<file path="config.mk">
export PLATFORM = sky130hd
export DESIGN_NAME = gray_top
export DESIGN_NICKNAME = d
export VERILOG_FILES = /design/src/hw/gray_pkg.sv /design/src/hw/gray_csr.sv /design/src/hw/gray_frame_ctrl.sv /design/src/hw/gray_luma.sv /design/src/hw/gray_binarize.sv /design/src/hw/gray_top.sv
export SDC_FILE = /design/constraint.sdc
export NUM_CORES = 1
export LEC_CHECK = 0
export BUFFER_PORTS_ARGS = -buffer_cell sky130_fd_sc_hd__buf_4
export CORE_AREA = 2 2 128 161
export DETAILED_ROUTE_END_ITERATION = 8
export DIE_AREA = 0 0 130 163
export MAX_ROUTING_LAYER = met4
export PLACE_DENSITY_LB_ADDON = 0.1
export SLEW_MARGIN = 20
export SYNTH_ARGS = -nofsm -noshare
export SYNTH_HDL_FRONTEND = slang
export SYNTH_SLANG_ARGS = --single-unit
</file>
<file path="constraint.sdc">
create_clock -name i_clk -period 6.8 [get_ports i_clk]
set_input_delay 2.04 -clock i_clk [delete_from_list [all_inputs] [get_ports i_clk]]
set_output_delay 2.04 -clock i_clk [all_outputs]
set_load 0.1 [all_outputs]
</file>
<file path="src/hw/gray_pkg.sv">
package gray_pkg;

    // channel and count widths
    typedef logic [9:0]  chan_t;
    typedef logic [10:0] luma_t;
    typedef logic [19:0] pix_cnt_t;
    typedef logic [15:0] frame_cnt_t;

    // one camera pixel, red in the top bits
    typedef struct packed {
        chan_t red;
        chan_t green;
        chan_t blue;
    } rgb_pixel_t;

    // binarized output pixel, original rgb carried along
    typedef struct packed {
        chan_t      color;
        logic       bw;
        rgb_pixel_t rgb;
        logic       last;
    } bin_pixel_t;

    // luma stage to binarize stage
    typedef struct packed {
        luma_t      luma;
        rgb_pixel_t rgb;
        logic       last;
    } luma_stage_t;

    // fixed luma weights, 19/64 + 75/128 + 37/256
    localparam logic [7:0] WEIGHT_RED   = 8'd19;
    localparam int         SHIFT_RED    = 6;
    localparam logic [7:0] WEIGHT_GREEN = 8'd75;
    localparam int         SHIFT_GREEN  = 7;
    localparam logic [7:0] WEIGHT_BLUE  = 8'd37;
    localparam int         SHIFT_BLUE   = 8;

    // register reset values
    localparam luma_t    THRESHOLD_RESET = 11'd600;
    localparam pix_cnt_t FRAME_LEN_RESET = 20'd307200;

    // register map, byte addresses
    localparam logic [3:0] ADDR_CTRL      = 4'h0;
    localparam logic [3:0] ADDR_THRESHOLD = 4'h4;
    localparam logic [3:0] ADDR_FRAME_LEN = 4'h8;
    localparam logic [3:0] ADDR_STATUS    = 4'hC;

    localparam logic [1:0] AXI_RESP_OKAY = 2'b00;

    typedef enum logic [1:0] {
        S_IDLE,
        S_STREAM,
        S_WAIT
    } frame_state_t;

endpackage

</file>
<file path="src/hw/gray_csr.sv">
`timescale 1ns/1ps
module gray_csr (
    input  logic                  i_clk,
    input  logic                  i_arst_n,
    // axi4-lite write address / data / response
    input  logic [3:0]            i_awaddr,
    input  logic                  i_awvalid,
    output logic                  o_awready,
    input  logic [31:0]           i_wdata,
    input  logic [3:0]            i_wstrb,
    input  logic                  i_wvalid,
    output logic                  o_wready,
    output logic [1:0]            o_bresp,
    output logic                  o_bvalid,
    input  logic                  i_bready,
    // axi4-lite read
    input  logic [3:0]            i_araddr,
    input  logic                  i_arvalid,
    output logic                  o_arready,
    output logic [31:0]           o_rdata,
    output logic [1:0]            o_rresp,
    output logic                  o_rvalid,
    input  logic                  i_rready,
    // status from the sequencer
    input  logic                  i_busy,
    input  gray_pkg::frame_cnt_t  i_frame_cnt,
    // control to the datapath
    output logic                  o_start,
    output gray_pkg::luma_t       o_threshold,
    output gray_pkg::pix_cnt_t    o_frame_len
);
    import gray_pkg::*;

    logic        wr_fire;
    logic        rd_fire;
    logic        bvalid_r;
    logic        rvalid_r;
    logic [31:0] rdata_r;
    logic [31:0] rdata_w;
    logic        start_r;
    luma_t       threshold_r;
    pix_cnt_t    frame_len_r;

    // write only when aw and w meet and no response is pending
    assign wr_fire   = i_awvalid && i_wvalid && !bvalid_r;
    assign o_awready = wr_fire;
    assign o_wready  = wr_fire;
    assign o_bresp   = AXI_RESP_OKAY;
    assign o_bvalid  = bvalid_r;

    // one read in flight at a time
    assign rd_fire   = i_arvalid && !rvalid_r;
    assign o_arready = rd_fire;
    assign o_rresp   = AXI_RESP_OKAY;
    assign o_rvalid  = rvalid_r;
    assign o_rdata   = rdata_r;

    assign o_start     = start_r;
    assign o_threshold = threshold_r;
    assign o_frame_len = frame_len_r;

    // read mux, status sampled live
    always_comb begin
        rdata_w = '0;
        case (i_araddr)
            ADDR_THRESHOLD: rdata_w[10:0] = threshold_r;
            ADDR_FRAME_LEN: rdata_w[19:0] = frame_len_r;
            ADDR_STATUS: begin
                rdata_w[0]     = i_busy;
                rdata_w[31:16] = i_frame_cnt;
            end
            // ctrl is write only
            default: rdata_w = '0;
        endcase
    end

    always_ff @(posedge i_clk or negedge i_arst_n) begin
        if (!i_arst_n) begin
            start_r     <= 1'b0;
            threshold_r <= THRESHOLD_RESET;
            frame_len_r <= FRAME_LEN_RESET;
            bvalid_r    <= 1'b0;
            rvalid_r    <= 1'b0;
        end else begin
            // self-clearing start
            start_r <= wr_fire && (i_awaddr == ADDR_CTRL) && i_wstrb[0] && i_wdata[0];
            if (wr_fire && (i_awaddr == ADDR_THRESHOLD)) begin
                if (i_wstrb[0]) threshold_r[7:0]  <= i_wdata[7:0];
                if (i_wstrb[1]) threshold_r[10:8] <= i_wdata[10:8];
            end
            if (wr_fire && (i_awaddr == ADDR_FRAME_LEN)) begin
                if (i_wstrb[0]) frame_len_r[7:0]   <= i_wdata[7:0];
                if (i_wstrb[1]) frame_len_r[15:8]  <= i_wdata[15:8];
                if (i_wstrb[2]) frame_len_r[19:16] <= i_wdata[19:16];
            end
            // response one cycle after the handshake
            if (wr_fire) begin
                bvalid_r <= 1'b1;
            end else if (i_bready) begin
                bvalid_r <= 1'b0;
            end
            if (rd_fire) begin
                rvalid_r <= 1'b1;
            end else if (i_rready) begin
                rvalid_r <= 1'b0;
            end
        end
    end

    // read data register
    always_ff @(posedge i_clk) begin
        if (rd_fire) begin
            rdata_r <= rdata_w;
        end
    end

    a_bvalid_hold: assert property (@(posedge i_clk) disable iff (!i_arst_n)
        o_bvalid && !i_bready |=> o_bvalid);

    // back-to-back writes are spaced by bvalid
    a_start_single: assert property (@(posedge i_clk) disable iff (!i_arst_n)
        o_start |=> !o_start);

endmodule

</file>
<file path="src/hw/gray_frame_ctrl.sv">
`timescale 1ns/1ps
module gray_frame_ctrl (
    input  logic                  i_clk,
    input  logic                  i_arst_n,
    input  logic                  i_start,
    input  gray_pkg::pix_cnt_t    i_frame_len,
    input  logic                  i_pix_valid,
    input  logic                  i_pipe_advance,
    input  logic                  i_pipe_empty,
    output logic                  o_pix_ready,
    output logic                  o_pix_accept,
    output logic                  o_pix_last,
    output logic                  o_read_req,
    output logic                  o_vga_start,
    output logic                  o_busy,
    output gray_pkg::frame_cnt_t  o_frame_cnt
);
    import gray_pkg::*;

    frame_state_t state_r, state_w;
    pix_cnt_t     count_r, count_w;
    frame_cnt_t   frame_cnt_r, frame_cnt_w;
    logic         read_req_r, read_req_w;
    logic         vga_start_r, vga_start_w;
    logic         first_frame_r, first_frame_w;

    // ready only while streaming and the pipe moves
    assign o_pix_ready  = (state_r == S_STREAM) && i_pipe_advance;
    assign o_pix_accept = o_pix_ready && i_pix_valid;
    // final pixel of the frame
    assign o_pix_last   = o_pix_accept && (count_r == i_frame_len - 20'd1);
    assign o_read_req   = read_req_r;
    assign o_vga_start  = vga_start_r;
    assign o_busy       = (state_r != S_IDLE);
    assign o_frame_cnt  = frame_cnt_r;

    always_comb begin
        state_w       = state_r;
        count_w       = count_r;
        frame_cnt_w   = frame_cnt_r;
        first_frame_w = first_frame_r;
        // pulses default low
        read_req_w    = 1'b0;
        vga_start_w   = 1'b0;

        case (state_r)
            S_IDLE: begin
                if (i_start) begin
                    state_w       = S_STREAM;
                    count_w       = '0;
                    read_req_w    = 1'b1;
                    // display starts once after reset
                    vga_start_w   = first_frame_r;
                    first_frame_w = 1'b0;
                end
            end
            S_STREAM: begin
                if (o_pix_accept) begin
                    count_w = count_r + 20'd1;
                    if (o_pix_last) begin
                        state_w = S_WAIT;
                    end
                end
            end
            S_WAIT: begin
                // drain both stages before closing the frame
                if (i_pipe_empty) begin
                    state_w     = S_IDLE;
                    frame_cnt_w = frame_cnt_r + 16'd1;
                end
            end
            default: state_w = S_IDLE;
        endcase
    end

    always_ff @(posedge i_clk or negedge i_arst_n) begin
        if (!i_arst_n) begin
            state_r       <= S_IDLE;
            count_r       <= '0;
            frame_cnt_r   <= '0;
            read_req_r    <= 1'b0;
            vga_start_r   <= 1'b0;
            first_frame_r <= 1'b1;
        end else begin
            state_r       <= state_w;
            count_r       <= count_w;
            frame_cnt_r   <= frame_cnt_w;
            read_req_r    <= read_req_w;
            vga_start_r   <= vga_start_w;
            first_frame_r <= first_frame_w;
        end
    end

    // accepts stay inside the streaming window and below the frame length
    a_accept_in_stream: assert property (@(posedge i_clk) disable iff (!i_arst_n)
        o_pix_accept |-> (state_r == S_STREAM) && (count_r < i_frame_len));

endmodule

</file>
<file path="src/hw/gray_luma.sv">
`timescale 1ns/1ps
module gray_luma (
    input  logic                   i_clk,
    input  logic                   i_arst_n,
    input  logic                   i_en,
    input  logic                   i_valid,
    input  gray_pkg::rgb_pixel_t   i_pix,
    input  logic                   i_last,
    output gray_pkg::luma_stage_t  o_stage,
    output logic                   o_valid
);
    import gray_pkg::*;

    // 10-bit channel times 8-bit weight
    logic [17:0] red_prod;
    logic [17:0] green_prod;
    logic [17:0] blue_prod;
    luma_t       red_term;
    luma_t       green_term;
    luma_t       blue_term;
    luma_stage_t stage_w;
    luma_stage_t stage_r;
    logic        valid_r;

    always_comb begin
        red_prod   = i_pix.red * WEIGHT_RED;
        green_prod = i_pix.green * WEIGHT_GREEN;
        blue_prod  = i_pix.blue * WEIGHT_BLUE;
        // after the shift each term is below 600
        red_term   = luma_t'(red_prod >> SHIFT_RED);
        green_term = luma_t'(green_prod >> SHIFT_GREEN);
        blue_term  = luma_t'(blue_prod >> SHIFT_BLUE);
        // max sum 1049, fits in 11 bits
        stage_w.luma = red_term + green_term + blue_term;
        stage_w.rgb  = i_pix;
        stage_w.last = i_last;
    end

    assign o_stage = stage_r;
    assign o_valid = valid_r;

    always_ff @(posedge i_clk or negedge i_arst_n) begin
        if (!i_arst_n) begin
            valid_r <= 1'b0;
        end else if (i_en) begin
            valid_r <= i_valid;
        end
    end

    // payload, held while stalled
    always_ff @(posedge i_clk) begin
        if (i_en) begin
            stage_r <= stage_w;
        end
    end

endmodule

</file>
<file path="src/hw/gray_binarize.sv">
`timescale 1ns/1ps
module gray_binarize (
    input  logic                   i_clk,
    input  logic                   i_arst_n,
    input  gray_pkg::luma_stage_t  i_stage,
    input  logic                   i_valid,
    input  gray_pkg::luma_t        i_threshold,
    input  logic                   i_out_ready,
    output gray_pkg::bin_pixel_t   o_out,
    output logic                   o_out_valid,
    output logic                   o_advance,
    output logic                   o_empty
);
    import gray_pkg::*;

    logic       bright;
    bin_pixel_t out_w;
    bin_pixel_t out_r;
    logic       out_valid_r;

    // output register free or being drained
    assign o_advance   = !out_valid_r || i_out_ready;
    // nothing in either stage
    assign o_empty     = !out_valid_r && !i_valid;
    assign o_out       = out_r;
    assign o_out_valid = out_valid_r;

    always_comb begin
        // strictly above threshold is white
        bright      = (i_stage.luma > i_threshold);
        out_w.color = bright ? '1 : '0;
        out_w.bw    = !bright;
        out_w.rgb   = i_stage.rgb;
        out_w.last  = i_stage.last;
    end

    always_ff @(posedge i_clk or negedge i_arst_n) begin
        if (!i_arst_n) begin
            out_valid_r <= 1'b0;
        end else if (o_advance) begin
            out_valid_r <= i_valid;
        end
    end

    // payload register
    always_ff @(posedge i_clk) begin
        if (o_advance) begin
            out_r <= out_w;
        end
    end

    // stalled output holds both data and valid
    a_out_stable: assert property (@(posedge i_clk) disable iff (!i_arst_n)
        o_out_valid && !i_out_ready |=> o_out_valid && $stable(o_out));

endmodule

</file>
<file path="src/hw/gray_top.sv">
`timescale 1ns/1ps
module gray_top (
    input  logic                  i_clk,
    input  logic                  i_arst_n,
    // axi4-lite slave
    input  logic [3:0]            i_awaddr,
    input  logic                  i_awvalid,
    output logic                  o_awready,
    input  logic [31:0]           i_wdata,
    input  logic [3:0]            i_wstrb,
    input  logic                  i_wvalid,
    output logic                  o_wready,
    output logic [1:0]            o_bresp,
    output logic                  o_bvalid,
    input  logic                  i_bready,
    input  logic [3:0]            i_araddr,
    input  logic                  i_arvalid,
    output logic                  o_arready,
    output logic [31:0]           o_rdata,
    output logic [1:0]            o_rresp,
    output logic                  o_rvalid,
    input  logic                  i_rready,
    // pixel streams
    input  gray_pkg::rgb_pixel_t  i_pix,
    input  logic                  i_pix_valid,
    output logic                  o_pix_ready,
    output gray_pkg::bin_pixel_t  o_out,
    output logic                  o_out_valid,
    input  logic                  i_out_ready,
    // sdram request and vga start
    output logic                  o_read_req,
    output logic                  o_vga_start
);
    import gray_pkg::*;

    logic        start;
    luma_t       threshold;
    pix_cnt_t    frame_len;
    logic        busy;
    frame_cnt_t  frame_cnt;
    logic        pix_accept;
    logic        pix_last;
    logic        pipe_advance;
    logic        pipe_empty;
    luma_stage_t luma_stage;
    logic        luma_valid;

    gray_csr u_csr (
        .i_clk(i_clk), .i_arst_n(i_arst_n),
        .i_awaddr(i_awaddr), .i_awvalid(i_awvalid), .o_awready(o_awready),
        .i_wdata(i_wdata), .i_wstrb(i_wstrb), .i_wvalid(i_wvalid), .o_wready(o_wready),
        .o_bresp(o_bresp), .o_bvalid(o_bvalid), .i_bready(i_bready),
        .i_araddr(i_araddr), .i_arvalid(i_arvalid), .o_arready(o_arready),
        .o_rdata(o_rdata), .o_rresp(o_rresp), .o_rvalid(o_rvalid), .i_rready(i_rready),
        .i_busy(busy), .i_frame_cnt(frame_cnt),
        .o_start(start), .o_threshold(threshold), .o_frame_len(frame_len)
    );

    gray_frame_ctrl u_frame_ctrl (
        .i_clk(i_clk), .i_arst_n(i_arst_n),
        .i_start(start), .i_frame_len(frame_len), .i_pix_valid(i_pix_valid),
        .i_pipe_advance(pipe_advance), .i_pipe_empty(pipe_empty),
        .o_pix_ready(o_pix_ready), .o_pix_accept(pix_accept), .o_pix_last(pix_last),
        .o_read_req(o_read_req), .o_vga_start(o_vga_start),
        .o_busy(busy), .o_frame_cnt(frame_cnt)
    );

    // stage 1, weighted sum
    gray_luma u_luma (
        .i_clk(i_clk), .i_arst_n(i_arst_n),
        .i_en(pipe_advance), .i_valid(pix_accept), .i_pix(i_pix), .i_last(pix_last),
        .o_stage(luma_stage), .o_valid(luma_valid)
    );

    // stage 2, threshold and output register
    gray_binarize u_binarize (
        .i_clk(i_clk), .i_arst_n(i_arst_n),
        .i_stage(luma_stage), .i_valid(luma_valid), .i_threshold(threshold),
        .i_out_ready(i_out_ready),
        .o_out(o_out), .o_out_valid(o_out_valid),
        .o_advance(pipe_advance), .o_empty(pipe_empty)
    );

endmodule

</file>
* Yosys cells after proc, flatten, opt, wreduce, memory -nomap -nowiden
Cells that the tools add are included.
Cells by class: $add $sub $neg 5, $mul 3, magnitude comparators 1, equality and inequality tests 12, muxes and demuxes 20, reduce and logical (&&, ||, !) cells 33
Operators by type and width (count):
- 2-to-1 mux 20 bit | 2
- one-hot mux 20 bit (2 select lines) | 1
- adder 20 x 1 -> 20 bit, second input constant | 1
- equality test 20 bit | 1
- one-hot mux 10 bit (2 select lines) | 1
- subtractor 20 x 1 -> 20 bit, second input constant | 1
- multiplier 10 x 7 -> 17 bit, second input constant | 1
- adder 16 x 1 -> 16 bit, second input constant | 1
- multiplier 10 x 6 -> 16 bit, second input constant | 1
- multiplier 10 x 5 -> 15 bit, second input constant | 1
- AND reduction 2 bit | 7
- equality test 4 bit, second input constant | 3
- logical AND 1 bit | 12
- adder 11 x 8 -> 11 bit | 1
- adder 9 x 10 -> 11 bit | 1
- greater-than comparator 11 bit | 1
- 2-to-1 mux 10 bit | 1
- equality test 4 x 3 -> 1 bit, second input constant | 2
- 2-to-1 mux 1 bit | 8
- 2-to-1 mux 2 bit | 4
- one-hot mux 4 bit (2 select lines) | 1
- nonzero test 2 bit | 4
- one-hot mux 2 bit (3 select lines) | 1
- logical NOT 1 bit | 5
- other kinds (10) | 12
Word-level totals: bits in registers 193, input port bits 83, output and inout port bits 87, word-level logic and storage cells 104

* Depth between registers and ports, before layout
word-level depth 8, mapped depth 24, mapped depth without buffers 24

* Cells and area by module
A second synthesis with hierarchy kept.
Unflattened totals: cell total of the unflattened synthesis 952, area total of the unflattened synthesis 11172.0 sq um
By module, submodules not included:
- gray_luma | times used 1, cells each 413, area an instance 4451.8 sq um, seq. area each 1286.2 sq um
- gray_csr | times used 1, cells each 164, area an instance 2682.6 sq um, seq. area each 1821.7 sq um
- gray_frame_ctrl | times used 1, cells each 289, area an instance 2652.5 sq um, seq. area each 1027.2 sq um
- gray_binarize | times used 1, cells each 86, area an instance 1385.1 sq um, seq. area each 1016.0 sq um

* Worst setup path before layout
Ideal clock, no wire load.
kind input to output, start point in i_out_ready, end point out o_pix_ready, arrival time 4.943 ns, data required time 4.760 ns, path slack -0.183 ns, cell stages on the path 2, path buffers 0, cell sequence nand2b_1 -> and3b_1
On the way: longest elaborated chain between the ends 2
Ends and longest elaborated chain:
- start, declared | line gray_top.sv:29 | input logic i_out_ready,
- logical OR 1 bit | line gray_binarize.sv:22 | assign o_advance = !out_valid_r || i_out_ready;
- logical AND 1 bit | line gray_frame_ctrl.sv:28 | assign o_pix_ready = (state_r == S_STREAM) && i_pipe_advance;
- end, declared | line gray_top.sv:26 | output logic o_pix_ready,
Every way passes these cells.

==> impl_metrics.json <==
{
  "final_nets": 1325,
  "ys_async_sr_fraction": 0.418,
  "p_seq_frac": 0.310,
  "antennaDiodeCount": 0,
  "met1_length_um": 8770,
  "drive_above_1_share": 0.248,
  "cts.clk_slew.worst_paths_ns": 0.07,
  "fin_crit_sh": 0.968,
  "fmax_mhz": 152,
  "worst_pin_slew_ns": 0.965,
  "stdcell_area_sq_mm": 0.0130,
  "io_pins": 170,
  "hold_path_class": "reg -> reg",
  "grt_max_degree": 78,
  "antenna_left": 0,
  "cts_root_buf": "clkbuf_16",
  "setup_viol": 0,
  "synthCells": 926,
  "via_count": 7207,
  "p_switching_uw": 1930,
  "ys_seq_area_frac": 0.474,
  "end_kind": "flop",
  "cts_buffer_depth": 2,
  "start_kind": "input port",
  "required_ns": 6.97,
  "clkPwrFrac": 0.197,
  "startpoint": "i_pix[14]",
  "fp.coreArea_sq_mm": 0.0198,
  "cts.hold.buffers_added": 0,
  "yosys_warnings": 0,
  "fin_tns_setup_ns": 0,
  "rr_worst_depth": 9,
  "intPower_uw": 2960,
  "dp_hpwl_um": 16200,
  "p_per_area_mw_per_mm2": 376,
  "synth_top_family_by_area": "adder cells",
  "synth_cell_types": 74,
  "cts_buffers": 17,
  "cts_tree": "built",
  "max_cap_violations": 0,
  "reg2reg_slack_ns": 3.59,
  "synthMuxAreaShare": 0.0330,
  "placed_cell_area_sq_mm": 0.0124,
  "grt_first_pass_wirelength_um": 34100,
  "rr_endpoint": "u_luma.o_stage[0]",
  "drv_slew": 0,
  "synth_compound_area_frac": 0.0723,
  "post-route-util": 0.656,
  "drt_wl_total_um": 21200,
  "wire_per_inst_um": 15.4,
  "port_buffers": 152,
  "synthAdderAreaFrac": 0.185,
  "clock_sinks": 184,
  "slew_headroom": 0.355,
  "vias_per_cell": 5.21,
  "reg2reg_from": "u_csr.o_frame_len[0]",
  "synth_edf_count": 107,
  "power_leakage_uw": 0.00608,
  "die_h_um": 163,
  "place_congestion": 0.836,
  "combinationalPowerShare": 0.493,
  "grt_pass1_vias": 7059,
  "arrival_ns": 6.76,
  "fin_skew_ns": 0.0134,
  "syn2layout_area_growth_pct": 19.8,
  "crit_type": "in -> reg",
  "route.met2.wl_um": 11200,
  "post-route-min-period_ns": 6.58,
  "crit_fanout": 3,
  "first_pass_iters": 6,
  "syn_avg_cell_area_sq_um": 11.7,
  "rsz0062_at_grt": "yes",
  "yosys_most_used_dff": "edfxtp_1",
  "grt_remaining_overflow": 0,
  "ys_seq_elements": 184,
  "yosys.area_share.simple": 0.109,
  "ir_drop_mv": 0.354,
  "met3_wirelength_um": 644,
  "syn-cell-area_sq_mm": 0.0109,
  "antenna_found_initial": 0,
  "num_rows": 58,
  "highest_layer": "met4",
  "synth_xor_area_frac": 0.0662,
  "crit_path_end": "u_luma.o_stage[40]",
  "swShare": 0.394,
  "grt_usage": 0.214,
  "status": "complete, no violations",
  "fp.dieW_um": 130,
  "finalHoldViolations": 0,
  "drt_iter0_markers": 297,
  "clkLatencyLatePin_ns": 0.43,
  "initial_core_util": 0.548,
  "die_area_sq_mm": 0.0212,
  "htreeDepth": 4,
  "drc_errors": 0
}
==> power groups by stage <==
stage | sequential, uW | combinational, uW | clock, uW
floorplan | 1780 | 1440 | 0
global placement | 1540 | 2310 | 0
detailed placement | 1540 | 2360 | 0
CTS | 1520 | 2370 | 990
global route | 1540 | 2690 | 1030
finish | 1520 | 2410 | 962
==> worst max-delay path, stage by stage <==
cell and delay (ns):
buf_4 0.11, ha_1 0.28, ha_1 0.27, inv_1 0.04, fa_1 0.48, fa_1 0.53
inv_1 0.04, ha_1 0.31, nand2_1 0.08, a211o_1 0.11, nand2_1 0.06, or2_2 0.32
xnor2_2 0.17, fa_1 0.51, inv_1 0.04, ha_1 0.20, inv_1 0.07, fa_1 0.18
inv_1 0.04, a21o_1 0.18, a21oi_2 0.15, o21bai_1 0.09, a21oi_1 0.20, o21ai_1 0.10
xor2_1 0.15
==> what timing repair did <==
item                                    4_1_cts  5_1_grt
buffers inserted                              0        0
hold endpoints to repair                      0        0
endpoints found under the setup margin        0        5
gates resized for setup                       0       12
==> kinds of logic after synthesis <==
| kind of cell | after synthesis |
|---|---|
| flip-flops | 184 |
| AO/OA/AOI/OAI | 118 |
| multiplexers | 32 |
| XOR/XNOR | 82 |
| AND/OR/NAND/NOR | 227 |
| adder cells (fa/ha/maj) | 143 |
| other | 1 |
| buffers and inverters | 139 |
==> per-layer routing <==
metal,GRT usage,up-vias
met1,0.248,3448
met4,0.0811,0
met5,-,-
li1,-,3580
met3,0.0368,37
met2,0.370,142
==> how the worst min path moves through the flow <==
stage	end	depth (start not counted)	start	slack, ns
detailed placement	u_binarize.o_out[0]	0	u_luma.o_stage[0]	0.40
global placement	u_binarize.o_out[20]	0	u_luma.o_stage[20]	0.40
global route	u_binarize.o_out[29]	0	u_luma.o_stage[29]	0.42
finish	u_binarize.o_out[0]	0	u_luma.o_stage[0]	0.42
floorplan	u_binarize.o_out[0]	0	u_luma.o_stage[0]	0.40
CTS	u_binarize.o_out[0]	0	u_luma.o_stage[0]	0.41
==> metrics by stage <==
stage / worst slack (ns) / std cells / total power, uW / hold WS [ns]
2_1_floorplan: 0.00448 / 929 / 3220 / 0.400
3_3_place_gp: -0.398 / 1349 / 3850 / 0.401
3_5_place_dp: -0.393 / 1349 / 3900 / 0.405
4_1_cts: 0.0329 / 1381 / 4880 / 0.415
5_1_grt: -0.0304 / 1382 / 5250 / 0.419
6_report: 0.217 / 1382 / 4890 / 0.419
==> state kept, by name (all words and copies together), names as in the netlist, 2 cells and up <==
signal,cells
u_csr.o_rdata,32
u_csr.o_threshold,11
u_frame_ctrl.state_r,2
u_binarize.o_out,33
u_frame_ctrl.o_frame_cnt,16
u_frame_ctrl.count_r,20
u_luma.o_stage,42
u_csr.o_frame_len,20
==> synthesized netlist by cell type, types with 12 or more instances <==
| library cell | n | share of area |
|---|---|---|
| a21oi_1 | 20 | 0.0092 |
| a22o_1 | 13 | 0.010 |
| and2_1 | 20 | 0.012 |
| buf_4 | 14 | 0.0097 |
| clkbuf_1 | 12 | 0.0041 |
| dfrtp_1 | 68 | 0.16 |
| edfxtp_1 | 107 | 0.30 |
| fa_1 | 29 | 0.053 |
| ha_1 | 114 | 0.13 |
| inv_1 | 104 | 0.036 |
| mux2_2 | 29 | 0.030 |
| nand2_1 | 45 | 0.016 |
| nand3_1 | 19 | 0.0088 |
| nand4_1 | 18 | 0.010 |
| nor2_1 | 56 | 0.019 |
| nor3_1 | 12 | 0.0055 |
| o21ai_0 | 34 | 0.016 |
| xnor2_1 | 52 | 0.042 |
| xor2_1 | 30 | 0.024 |
==> area by class of cell <==
class	count	area (sq um)
inverters	104	390
fillers	1572	6810
multi-input cells	606	5130
clock inverters	14	151
repair buffers	186	1420
flip-flops and latches	184	5150
well taps	270	338
clock buffers	18	429
==> cell usage in the layout, fill, tap and decap left out, types with 3 or more instances in the layout <==
master,Yosys,routed
conb_1,1,4
clkinv_4,0,3
inv_8,0,4
a31oi_1,5,5
nand2_1,45,45
o21a_1,5,5
or3_1,7,7
buf_4,14,185
clkinv_8,0,3
xor2_1,30,29
dfrtp_1,68,68
nand2b_1,8,7
a21oi_1,20,15
a22o_1,13,13
and2_1,20,20
inv_1,104,104
ha_1,114,114
nand4_1,18,18
o21bai_1,3,3
o21ai_0,34,30
nand3_1,19,19
fa_1,29,29
nor2b_1,8,7
a21o_1,9,9
xnor2_1,52,51
edfxtp_1,107,107
dfstp_2,9,9
clkbuf_16,0,17
nor2_1,56,56
nor4_1,7,7
nor3_1,12,12
mux2_2,29,29
a211oi_1,4,4
a21oi_2,0,5
and3_1,8,8
(Power assumes the default switching activity.)
